[config.mk]
export PLATFORM = sky130hd
export DESIGN_NAME = ooo_core_top
export DESIGN_NICKNAME = d
export VERILOG_FILES = /design/src/verilog/ooo_pkg.sv /design/src/verilog/arch_reg_file.sv /design/src/verilog/rename_reg_file.sv /design/src/verilog/alu_station.sv /design/src/verilog/alu_unit.sv /design/src/verilog/rob_control.sv /design/src/verilog/ooo_core_top.sv
export SDC_FILE = /design/constraint.sdc
export NUM_CORES = 2
export LEC_CHECK = 0
export BUFFER_PORTS_ARGS = -buffer_cell sky130_fd_sc_hd__buf_2
export CAP_MARGIN = 20
export CORE_UTILIZATION = 30
export CTS_BUF_LIST = sky130_fd_sc_hd__clkbuf_4 sky130_fd_sc_hd__clkbuf_8 sky130_fd_sc_hd__clkbuf_16
export DETAILED_ROUTE_END_ITERATION = 10
export SETUP_SLACK_MARGIN = 0.15
export SLEW_MARGIN = 20
export SYNTH_ARGS = -nofsm -noshare
export SYNTH_HDL_FRONTEND = slang
export SYNTH_SLANG_ARGS = --single-unit
export TNS_END_PERCENT = 30
[constraint.sdc]
create_clock -name clk_i -period 8.05 [get_ports clk_i]
set_input_delay 0.4025 -clock clk_i [delete_from_list [all_inputs] [get_ports clk_i]]
set_output_delay 0.4025 -clock clk_i [all_outputs]
set_load 0.02 [all_outputs]
[src/verilog/ooo_pkg.sv]
package ooo_pkg;

    localparam int XLEN          = 32;
    localparam int NUM_ARCH_REGS = 32;
    localparam int REG_SEL       = 5;
    localparam int NUM_RRF       = 8;
    localparam int RRF_SEL       = 3;
    localparam int RS_ENTRIES    = 4;
    localparam int RS_SEL        = 2;

    typedef enum logic [2:0] {
        ADD = 3'd0,
        SUB = 3'd1,
        AND = 3'd2,
        OR  = 3'd3,
        XOR = 3'd4,
        SLL = 3'd5,
        SRL = 3'd6,
        SLT = 3'd7
    } alu_op_e;

    typedef enum logic {
        SRC_B_REG = 1'b0,
        SRC_B_IMM = 1'b1
    } src_b_sel_e;

    typedef enum logic {
        IDLE  = 1'b0,
        ACKED = 1'b1
    } dispatch_state_e;

    typedef struct packed {
        alu_op_e            op;
        logic [REG_SEL-1:0] rd;
        logic [REG_SEL-1:0] rs1;
        logic [REG_SEL-1:0] rs2;
        src_b_sel_e         src_b_sel;
        logic [XLEN-1:0]    imm;
        logic               wr_reg;
    } uop_t;

    typedef struct packed {
        logic               ready;
        logic [RRF_SEL-1:0] tag;
        logic [XLEN-1:0]    value;
    } operand_t;

    typedef struct packed {
        alu_op_e            op;
        src_b_sel_e         src_b_sel;
        logic [XLEN-1:0]    imm;
        operand_t           src1;
        operand_t           src2;
        logic [RRF_SEL-1:0] dst_tag;
    } rs_entry_t;

    // result broadcast
    typedef struct packed {
        logic               valid;
        logic [RRF_SEL-1:0] tag;
        logic [XLEN-1:0]    data;
    } wb_t;

    typedef struct packed {
        logic               valid;
        logic               wen;
        logic [REG_SEL-1:0] rd;
        logic [XLEN-1:0]    data;
    } commit_t;

endpackage

[src/verilog/arch_reg_file.sv]
`timescale 1ns/1ps

module arch_reg_file (
    input  logic                        clk_i,
    input  logic                        arst_n_i,
    input  logic                        alloc_i,
    input  ooo_pkg::uop_t               uop_i,
    input  logic [ooo_pkg::RRF_SEL-1:0] alloc_tag_i,
    input  ooo_pkg::commit_t            commit_i,
    input  logic [ooo_pkg::RRF_SEL-1:0] head_tag_i,
    input  ooo_pkg::operand_t           rrf_src1_i,
    input  ooo_pkg::operand_t           rrf_src2_i,
    output logic [ooo_pkg::RRF_SEL-1:0] src1_tag_o,
    output logic [ooo_pkg::RRF_SEL-1:0] src2_tag_o,
    output ooo_pkg::operand_t           src1_o,
    output ooo_pkg::operand_t           src2_o
);

    import ooo_pkg::*;

    logic [XLEN-1:0]          regs [NUM_ARCH_REGS];
    logic [RRF_SEL-1:0]       tags [NUM_ARCH_REGS];
    logic [NUM_ARCH_REGS-1:0] busy;
    logic                     set_busy;

    function automatic operand_t read_src(logic is_zero, logic is_busy,
                                          logic [XLEN-1:0] value, operand_t rrf_op);
        operand_t op;
        if (is_zero) begin
            op = '{ready: 1'b1, tag: '0, value: '0};
        end else if (!is_busy) begin
            op = '{ready: 1'b1, tag: '0, value: value};
        end else begin
            // in flight, rename file knows if it is done
            op = rrf_op;
        end
        return op;
    endfunction

    assign src1_tag_o = tags[uop_i.rs1];
    assign src2_tag_o = tags[uop_i.rs2];

    assign src1_o = read_src(uop_i.rs1 == '0, busy[uop_i.rs1], regs[uop_i.rs1], rrf_src1_i);
    assign src2_o = read_src(uop_i.rs2 == '0, busy[uop_i.rs2], regs[uop_i.rs2], rrf_src2_i);

    assign set_busy = alloc_i && uop_i.wr_reg && (uop_i.rd != '0);

    always_ff @(posedge clk_i or negedge arst_n_i) begin
        if (!arst_n_i) begin
            busy <= '0;
            for (int i = 0; i < NUM_ARCH_REGS; i++) begin
                regs[i] <= '0;
            end
        end else begin
            if (commit_i.valid && commit_i.wen) begin
                regs[commit_i.rd] <= commit_i.data;
                // a younger rename keeps it busy
                if (tags[commit_i.rd] == head_tag_i) begin
                    busy[commit_i.rd] <= 1'b0;
                end
            end
            if (set_busy) begin
                busy[uop_i.rd] <= 1'b1;
            end
        end
    end

    always_ff @(posedge clk_i) begin
        if (set_busy) begin
            tags[uop_i.rd] <= alloc_tag_i;
        end
    end

endmodule

[src/verilog/rename_reg_file.sv]
`timescale 1ns/1ps

module rename_reg_file (
    input  logic                        clk_i,
    input  logic                        arst_n_i,
    input  logic                        alloc_i,
    input  logic [ooo_pkg::RRF_SEL-1:0] alloc_tag_i,
    input  ooo_pkg::wb_t                wb_i,
    input  logic [ooo_pkg::RRF_SEL-1:0] src1_tag_i,
    input  logic [ooo_pkg::RRF_SEL-1:0] src2_tag_i,
    input  logic [ooo_pkg::RRF_SEL-1:0] head_tag_i,
    output ooo_pkg::operand_t           rrf_src1_o,
    output ooo_pkg::operand_t           rrf_src2_o,
    output logic [ooo_pkg::XLEN-1:0]    head_data_o
);

    import ooo_pkg::*;

    logic [XLEN-1:0]    data [NUM_RRF];
    logic [NUM_RRF-1:0] valid;

    always_ff @(posedge clk_i or negedge arst_n_i) begin
        if (!arst_n_i) begin
            valid <= '0;
        end else begin
            if (alloc_i) begin
                valid[alloc_tag_i] <= 1'b0;
            end
            if (wb_i.valid) begin
                valid[wb_i.tag] <= 1'b1;
            end
        end
    end

    always_ff @(posedge clk_i) begin
        if (wb_i.valid) begin
            data[wb_i.tag] <= wb_i.data;
        end
    end

    assign rrf_src1_o  = '{ready: valid[src1_tag_i], tag: src1_tag_i, value: data[src1_tag_i]};
    assign rrf_src2_o  = '{ready: valid[src2_tag_i], tag: src2_tag_i, value: data[src2_tag_i]};
    assign head_data_o = data[head_tag_i];

endmodule

[src/verilog/alu_station.sv]
`timescale 1ns/1ps

module alu_station (
    input  logic                        clk_i,
    input  logic                        arst_n_i,
    input  logic                        alloc_i,
    input  ooo_pkg::uop_t               uop_i,
    input  logic [ooo_pkg::RRF_SEL-1:0] alloc_tag_i,
    input  ooo_pkg::operand_t           src1_i,
    input  ooo_pkg::operand_t           src2_i,
    input  ooo_pkg::wb_t                wb_i,
    output logic                        rs_full_o,
    output logic                        issue_o,
    output ooo_pkg::rs_entry_t          issue_entry_o
);

    import ooo_pkg::*;

    rs_entry_t             entries [RS_ENTRIES];
    logic [RS_ENTRIES-1:0] valid;
    logic [RS_ENTRIES-1:0] ready;
    logic [RS_ENTRIES-1:0] oldest;
    // older[i][j] means entry i came in before entry j
    logic [RS_ENTRIES-1:0] older [RS_ENTRIES];
    logic [RS_SEL-1:0]     free_sel;
    logic [RS_SEL-1:0]     issue_sel;
    rs_entry_t             new_entry;

    function automatic operand_t wake(operand_t op, wb_t wb);
        operand_t res;
        res = op;
        if (!op.ready && wb.valid && (wb.tag == op.tag)) begin
            res.ready = 1'b1;
            res.value = wb.data;
        end
        return res;
    endfunction

    always_comb begin
        new_entry.op        = uop_i.op;
        new_entry.src_b_sel = uop_i.src_b_sel;
        new_entry.imm       = uop_i.imm;
        new_entry.src1      = wake(src1_i, wb_i);
        new_entry.src2      = wake(src2_i, wb_i);
        new_entry.dst_tag   = alloc_tag_i;
        // immediate forms never wait on rs2
        if (uop_i.src_b_sel == SRC_B_IMM) begin
            new_entry.src2.ready = 1'b1;
        end
    end

    always_comb begin
        for (int i = 0; i < RS_ENTRIES; i++) begin
            ready[i] = valid[i] && entries[i].src1.ready && entries[i].src2.ready;
        end
        oldest = ready;
        for (int i = 0; i < RS_ENTRIES; i++) begin
            for (int j = 0; j < RS_ENTRIES; j++) begin
                if (ready[j] && older[j][i]) begin
                    oldest[i] = 1'b0;
                end
            end
        end
    end

    always_comb begin
        issue_sel = '0;
        free_sel  = '0;
        for (int i = RS_ENTRIES - 1; i >= 0; i--) begin
            if (oldest[i]) begin
                issue_sel = RS_SEL'(i);
            end
            if (!valid[i]) begin
                free_sel = RS_SEL'(i);
            end
        end
    end

    assign rs_full_o     = &valid;
    assign issue_o       = |oldest;
    assign issue_entry_o = entries[issue_sel];

    always_ff @(posedge clk_i or negedge arst_n_i) begin
        if (!arst_n_i) begin
            valid <= '0;
            for (int i = 0; i < RS_ENTRIES; i++) begin
                older[i] <= '0;
            end
        end else begin
            if (issue_o) begin
                valid[issue_sel] <= 1'b0;
            end
            if (alloc_i) begin
                valid[free_sel] <= 1'b1;
                older[free_sel] <= '0;
                for (int j = 0; j < RS_ENTRIES; j++) begin
                    older[j][free_sel] <= valid[j];
                end
            end
        end
    end

    always_ff @(posedge clk_i) begin
        for (int i = 0; i < RS_ENTRIES; i++) begin
            entries[i].src1 <= wake(entries[i].src1, wb_i);
            entries[i].src2 <= wake(entries[i].src2, wb_i);
        end
        if (alloc_i) begin
            entries[free_sel] <= new_entry;
        end
    end

    // dispatch has to hold off while every entry is taken
    a_no_alloc_full: assert property (@(posedge clk_i) disable iff (!arst_n_i)
        alloc_i |-> !rs_full_o);

endmodule

[src/verilog/alu_unit.sv]
`timescale 1ns/1ps

module alu_unit (
    input  logic               clk_i,
    input  logic               arst_n_i,
    input  logic               issue_i,
    input  ooo_pkg::rs_entry_t issue_entry_i,
    output ooo_pkg::wb_t       wb_o
);

    import ooo_pkg::*;

    logic [XLEN-1:0]    op_a;
    logic [XLEN-1:0]    op_b;
    logic [XLEN-1:0]    result;
    logic               wb_valid_q;
    logic [RRF_SEL-1:0] wb_tag_q;
    logic [XLEN-1:0]    wb_data_q;

    assign op_a = issue_entry_i.src1.value;
    assign op_b = (issue_entry_i.src_b_sel == SRC_B_IMM) ? issue_entry_i.imm
                                                         : issue_entry_i.src2.value;

    always_comb begin
        case (issue_entry_i.op)
            ADD:     result = op_a + op_b;
            SUB:     result = op_a - op_b;
            AND:     result = op_a & op_b;
            OR:      result = op_a | op_b;
            XOR:     result = op_a ^ op_b;
            SLL:     result = op_a << op_b[4:0];
            SRL:     result = op_a >> op_b[4:0];
            SLT:     result = {{(XLEN-1){1'b0}}, $signed(op_a) < $signed(op_b)};
            default: result = '0;
        endcase
    end

    always_ff @(posedge clk_i or negedge arst_n_i) begin
        if (!arst_n_i) begin
            wb_valid_q <= 1'b0;
        end else begin
            wb_valid_q <= issue_i;
        end
    end

    always_ff @(posedge clk_i) begin
        if (issue_i) begin
            wb_tag_q  <= issue_entry_i.dst_tag;
            wb_data_q <= result;
        end
    end

    assign wb_o = '{valid: wb_valid_q, tag: wb_tag_q, data: wb_data_q};

endmodule

[src/verilog/rob_control.sv]
`timescale 1ns/1ps

module rob_control (
    input  logic                        clk_i,
    input  logic                        arst_n_i,
    input  logic                        dispatch_req_i,
    input  ooo_pkg::uop_t               uop_i,
    input  logic                        rs_full_i,
    input  ooo_pkg::wb_t                wb_i,
    input  logic [ooo_pkg::XLEN-1:0]    rrf_data_i,
    output logic                        dispatch_ack_o,
    output logic                        alloc_o,
    output logic [ooo_pkg::RRF_SEL-1:0] alloc_tag_o,
    output logic [ooo_pkg::RRF_SEL-1:0] head_tag_o,
    output ooo_pkg::commit_t            commit_o
);

    import ooo_pkg::*;

    dispatch_state_e    state;
    logic [RRF_SEL-1:0] head;
    logic [RRF_SEL-1:0] tail;
    logic [RRF_SEL:0]   count;
    logic [NUM_RRF-1:0] done;
    logic [NUM_RRF-1:0] wen_q;
    logic [REG_SEL-1:0] rd_q [NUM_RRF];
    logic               ring_full;
    logic               accept;
    logic               do_commit;
    logic [RRF_SEL-1:0] wb_offset;

    assign ring_full = (count == (RRF_SEL+1)'(NUM_RRF));
    assign accept    = (state == IDLE) && dispatch_req_i && !ring_full && !rs_full_i;
    assign do_commit = (count != '0) && done[head];

    assign dispatch_ack_o = (state == ACKED);
    assign alloc_o        = accept;
    assign alloc_tag_o    = tail;
    assign head_tag_o     = head;

    assign commit_o = '{valid: do_commit,
                        wen:   wen_q[head],
                        rd:    rd_q[head],
                        data:  rrf_data_i};

    always_ff @(posedge clk_i or negedge arst_n_i) begin
        if (!arst_n_i) begin
            state <= IDLE;
            head  <= '0;
            tail  <= '0;
            count <= '0;
            done  <= '0;
        end else begin
            case (state)
                IDLE:    if (accept) state <= ACKED;
                ACKED:   if (!dispatch_req_i) state <= IDLE;
                default: state <= IDLE;
            endcase
            if (accept) begin
                tail       <= tail + 1'b1;
                done[tail] <= 1'b0;
            end
            if (wb_i.valid) begin
                done[wb_i.tag] <= 1'b1;
            end
            if (do_commit) begin
                head <= head + 1'b1;
            end
            if (accept && !do_commit) begin
                count <= count + 1'b1;
            end else if (!accept && do_commit) begin
                count <= count - 1'b1;
            end
        end
    end

    // retire info for each slot
    always_ff @(posedge clk_i) begin
        if (accept) begin
            rd_q[tail]  <= uop_i.rd;
            wen_q[tail] <= uop_i.wr_reg && (uop_i.rd != '0);
        end
    end

    a_ack_needs_req: assert property (@(posedge clk_i) disable iff (!arst_n_i)
        $rose(dispatch_ack_o) |-> $past(dispatch_req_i));

    // a slot becomes done once, from one broadcast, while it is in flight
    assign wb_offset = wb_i.tag - head;

    a_wb_in_flight: assert property (@(posedge clk_i) disable iff (!arst_n_i)
        wb_i.valid |-> ({1'b0, wb_offset} < count) && !done[wb_i.tag]);

endmodule

[src/verilog/ooo_core_top.sv]
`timescale 1ns/1ps

module ooo_core_top (
    input  logic             clk_i,
    input  logic             arst_n_i,
    input  logic             dispatch_req_i,
    input  ooo_pkg::uop_t    uop_i,
    output logic             dispatch_ack_o,
    output ooo_pkg::commit_t commit_o
);

    import ooo_pkg::*;

    logic               rs_full;
    logic               alloc;
    logic [RRF_SEL-1:0] alloc_tag;
    logic [RRF_SEL-1:0] head_tag;
    logic [XLEN-1:0]    head_data;
    logic [RRF_SEL-1:0] src1_tag;
    logic [RRF_SEL-1:0] src2_tag;
    operand_t           rrf_src1;
    operand_t           rrf_src2;
    operand_t           src1;
    operand_t           src2;
    logic               issue;
    rs_entry_t          issue_entry;
    wb_t                wb;

    rob_control u_rob_control (
        .clk_i          (clk_i),
        .arst_n_i       (arst_n_i),
        .dispatch_req_i (dispatch_req_i),
        .uop_i          (uop_i),
        .rs_full_i      (rs_full),
        .wb_i           (wb),
        .rrf_data_i     (head_data),
        .dispatch_ack_o (dispatch_ack_o),
        .alloc_o        (alloc),
        .alloc_tag_o    (alloc_tag),
        .head_tag_o     (head_tag),
        .commit_o       (commit_o)
    );

    arch_reg_file u_arch_reg_file (
        .clk_i       (clk_i),
        .arst_n_i    (arst_n_i),
        .alloc_i     (alloc),
        .uop_i       (uop_i),
        .alloc_tag_i (alloc_tag),
        .commit_i    (commit_o),
        .head_tag_i  (head_tag),
        .rrf_src1_i  (rrf_src1),
        .rrf_src2_i  (rrf_src2),
        .src1_tag_o  (src1_tag),
        .src2_tag_o  (src2_tag),
        .src1_o      (src1),
        .src2_o      (src2)
    );

    rename_reg_file u_rename_reg_file (
        .clk_i       (clk_i),
        .arst_n_i    (arst_n_i),
        .alloc_i     (alloc),
        .alloc_tag_i (alloc_tag),
        .wb_i        (wb),
        .src1_tag_i  (src1_tag),
        .src2_tag_i  (src2_tag),
        .head_tag_i  (head_tag),
        .rrf_src1_o  (rrf_src1),
        .rrf_src2_o  (rrf_src2),
        .head_data_o (head_data)
    );

    alu_station u_alu_station (
        .clk_i         (clk_i),
        .arst_n_i      (arst_n_i),
        .alloc_i       (alloc),
        .uop_i         (uop_i),
        .alloc_tag_i   (alloc_tag),
        .src1_i        (src1),
        .src2_i        (src2),
        .wb_i          (wb),
        .rs_full_o     (rs_full),
        .issue_o       (issue),
        .issue_entry_o (issue_entry)
    );

    alu_unit u_alu_unit (
        .clk_i         (clk_i),
        .arst_n_i      (arst_n_i),
        .issue_i       (issue),
        .issue_entry_i (issue_entry),
        .wb_o          (wb)
    );

endmodule

==> flow_metrics.tcl <==
set metrics [dict create \
    cp_common_cell "a21oi_1" \
    p_leak_nw 46.1 \
    rows 218 \
    ys_async_sr_fraction_pct 55.7 \
    grt_pass1_vias 74071 \
    worst_slew_pin_slew_ps 1150 \
    rrSetupSlack_ps 680 \
    synth_area_per_cell_um2 11.7 \
    tns_ps 0 \
    ys.flop_type "dfrtp_1" \
    vias_per_cell 5.56 \
    place_inst 13315 \
    final_cells 13759 \
    coreArea_um2 353000 \
    ys.warnings.count 0 \
    grt_usage_pct 19.2 \
    synth_seq_cells 1983 \
    min_period_over_period_pct 91.6 \
    place_area_um2 112000 \
    cp.arrival_ps 7980 \
    power_mw 59.4 \
    syn_area_um2 106000 \
    start_util_pct 30.2 \
    ys_types 97 \
    finalSetupViolations 0 \
    rsz0062_at_grt "false" \
    ant_nets 0 \
    fin_crit_ps 7370 \
    dr_total_vias 76496 \
    cts_max_path_buffers 4 \
    nNetsFinal 9007 \
    status "finished clean" \
    drtPass1Iterations 6 \
    r2r-start "u_alu_station.valid[2]" \
    antenna_found_initial 22 \
    max-cap-violations 0 \
    required_ps 8660 \
    wl_um 349000 \
    syn2layout_area_growth_pct 13.1 \
    post_drt_wl_per_cell_um 25.4 \
    crit_path_max_incr_delay_ps 700 \
    clk-insertion-delay-late_ps 940 \
    drive_above_1_share_pct 20.6 \
    port_buffers 94 \
    maxSlewViolCount 0 \
    remaining_drc_errors 0 \
    grt_pass1_wl_um 515000 \
    gr-total-overflow 0 \
    pwr_density_cell_nw_per_um2 494 \
    drt_iter0_markers 9144 \
    clkSinkCount 1983 \
    start_kind "register" \
    fp.dieW_um 597 \
    fmax_ghz 0.136 \
    netlist_instances 9113 \
    yosys.area.top_type "dfrtp_1" \
    setup.worst_path.end_class "register" \
    tritoncts "yes" \
    fill_cells 34543 \
    hold_class "in -> async" \
    clk_pin_slew_ps 60 \
    cp_max_fo 12 \
    die_h_um 597 \
    r2r-end "u_alu_unit.wb_data_q[28]" \
    yosys.area.top_type_share_pct 26.0 \
    worstSetupPathType "reg -> reg" \
    dieArea_um2 357000 \
    ios 95 \
    synth-seq-area-share_pct 50.7 \
    critPathSlowestCell "nor2_2" \
    ys_top_cells_by_area "dfrtp_1 26%, edfxtp_1 25%, mux4_2 17%, o21ai_0 6.6%, nand2_1 5.1%" \
    place_hpwl_um 218000 \
    globalplace.congestion 0.951 \
    relSlewSlack_pct 23.2 \
    final_area_um2 120000 \
    hold_slack_ps 119 \
    clock_skew_ps 94.7 \
    cts_root_buf "clkbuf_16" \
    peakVddDrop_mv 0.495 \
    synth_edf_count 871 \
    grt_start_max_net_pins 154 \
    numCtsBuffers 216 \
    h-tree-depth 4 \
    path_cells "nand3_1 > a211oi_2 > a211oi_1 > nor2_2 > o22ai_1 > a21oi_1 > ha_1 > inv_1 > fa_1 > nor2b_1 > o21ai_0 > a21oi_1 > buf_4 > o2111ai_1 > a31o_2 > a21oi_1 > a311oi_1 > o31ai_1 > nand2_1 > nand4_1 > o41ai_1 > a2111oi_0 > o21ai_1" \
    rr_worst_depth 23 \
    hold_viol 0 \
]
cells in the mapped netlist (37+ instances only):
library cell	count
nor3_1	130
nand2_1	1448
clkbuf_1	637
ha_1	102
mux2i_1	413
mux4_2	804
edfxtp_1	871
a21oi_2	56
nand3_1	37
o22ai_1	136
o21ai_0	1392
buf_1	93
buf_2	66
dfrtp_1	1104
inv_1	152
xnor2_1	43
a21oi_1	475
mux2_2	145
nor2_1	423
o211ai_1	80
layout make-up:
type                    instances  area, um2  share of cell area [%]
diodes                          7       17.5                  0.0146
clock buffers                 306       6350                    5.28
clock inverters                87       1260                    1.05
multi-input cells            6149      49500                    41.1
repair buffers                340       2730                    2.27
inverters                     157        589                   0.490
flip-flops and latches       1983      54000                    44.8
well taps                    4730       5920                    4.92
repair_timing:
| action | 4_1_cts | 5_1_grt |
|---|---|---|
| buffers inserted | 0 | 0 |
| hold endpoints to repair | 260 | 0 |
| hold buffers | 43 | 0 |
| resized for setup | 0 | 0 |
critical path, delay by kind of cell, from the launching register on:
family	cells	cell delay [ps]
adder cells (fa/ha/maj)	2	730
AND/OR/NAND/NOR	5	1360
buffers and inverters	2	240
flip-flops	1	560
AO/OA/AOI/OAI	14	4200
registers in the layout, summed over array words and instances, names as in the netlist, named ones only:
signal / count
u_arch_reg_file.tags: 96
u_rob_control.head_tag_o: 3
u_rob_control.rd_q: 40
u_alu_unit.wb_data_q: 32
u_alu_station.entries: 444
u_arch_reg_file.regs: 1024
u_alu_station.valid: 4
u_rename_reg_file.valid: 8
u_rob_control.count: 4
u_rob_control.dispatch_ack_o: 1
u_alu_unit.wb_valid_q: 1
u_alu_station.older: 12
u_rob_control.wen_q: 8
u_rename_reg_file.data: 256
u_rob_control.alloc_tag_o: 3
u_rob_control.done: 8
u_alu_unit.wb_tag_q: 3
u_arch_reg_file.busy: 32
cell families after synthesis:
logic type | count (synthesis) | share of synthesized area (%)
other cells | 1 | 0.00353
flops | 1983 | 50.7
xor+xnor | 62 | 0.511
fa+ha+maj | 105 | 1.26
buf+inv | 983 | 3.70
mux | 1371 | 22.6
simple gates | 2188 | 8.34
compound gates | 2420 | 12.9
through the flow:
| step | util [%] | worst slack (ps) |
|---|---|---|
| 2_1_floorplan | - | 2100 |
| 3_5_place_dp | 31.8 | 930 |
| 5_1_grt | 34.1 | 470 |
| 4_1_cts | 34.1 | 890 |
| 3_3_place_gp | 31.8 | 992 |
| 6_report | 34.1 | 675 |
where the power goes:
group,internal [mW],switching (mW),leakage [nW]
sequential,14.2,2.40,22.7
clock,6.35,4.32,3.79
combinational,11.3,20.9,19.6
total,31.8,27.6,46.1
placed cells by master (no fill, tap or decap), types with 17 or more instances in the layout:
master,instances
a211oi_1,35
a21o_1,30
a21oi_1,474
a21oi_2,56
a22oi_1,17
buf_12,19
buf_2,84
buf_4,187
bufinv_16,26
clkbuf_16,222
clkbuf_4,57
clkbuf_8,27
clkinv_2,28
dfrtp_1,1101
dlygate4sd3_1,43
edfxtp_1,871
ha_1,102
inv_1,151
mux2_2,145
mux2i_1,375
mux2i_4,43
mux4_2,804
nand2_1,1412
nand2_4,33
nand2b_1,20
nand3_1,34
nand4_1,22
nor2_1,413
nor2b_1,28
nor3_1,125
o211ai_1,80
o21ai_0,1392
o221a_2,19
o22ai_1,136
xnor2_1,43
xor2_1,19
worst max path at each step:
stage | start | to | slack, ps | cells after the start
floorplan | u_alu_station.valid[3] | u_alu_unit.wb_data_q[25] | 2100 | 26
global route | u_alu_station.valid[2] | u_alu_unit.wb_data_q[28] | 470 | 23
detailed placement | u_alu_station.valid[2] | u_alu_unit.wb_data_q[29] | 930 | 22
finish | u_alu_station.valid[2] | u_alu_unit.wb_data_q[28] | 680 | 23
global placement | u_alu_station.valid[2] | u_alu_unit.wb_data_q[25] | 990 | 21
CTS | u_alu_station.valid[2] | u_alu_unit.wb_data_q[27] | 890 | 22
layer usage:
metal | vias up | GRT usage (%) | wire [um]
met3 | 709 | 3.31 | 28700
li1 | 33472 | - | -
met2 | 3460 | 30.5 | 162000
met1 | 38851 | 26.4 | 146000
met4 | 4 | 6.36 | 12000
met5 | - | 0 | 27
Power figures use the tool's default switching activity.
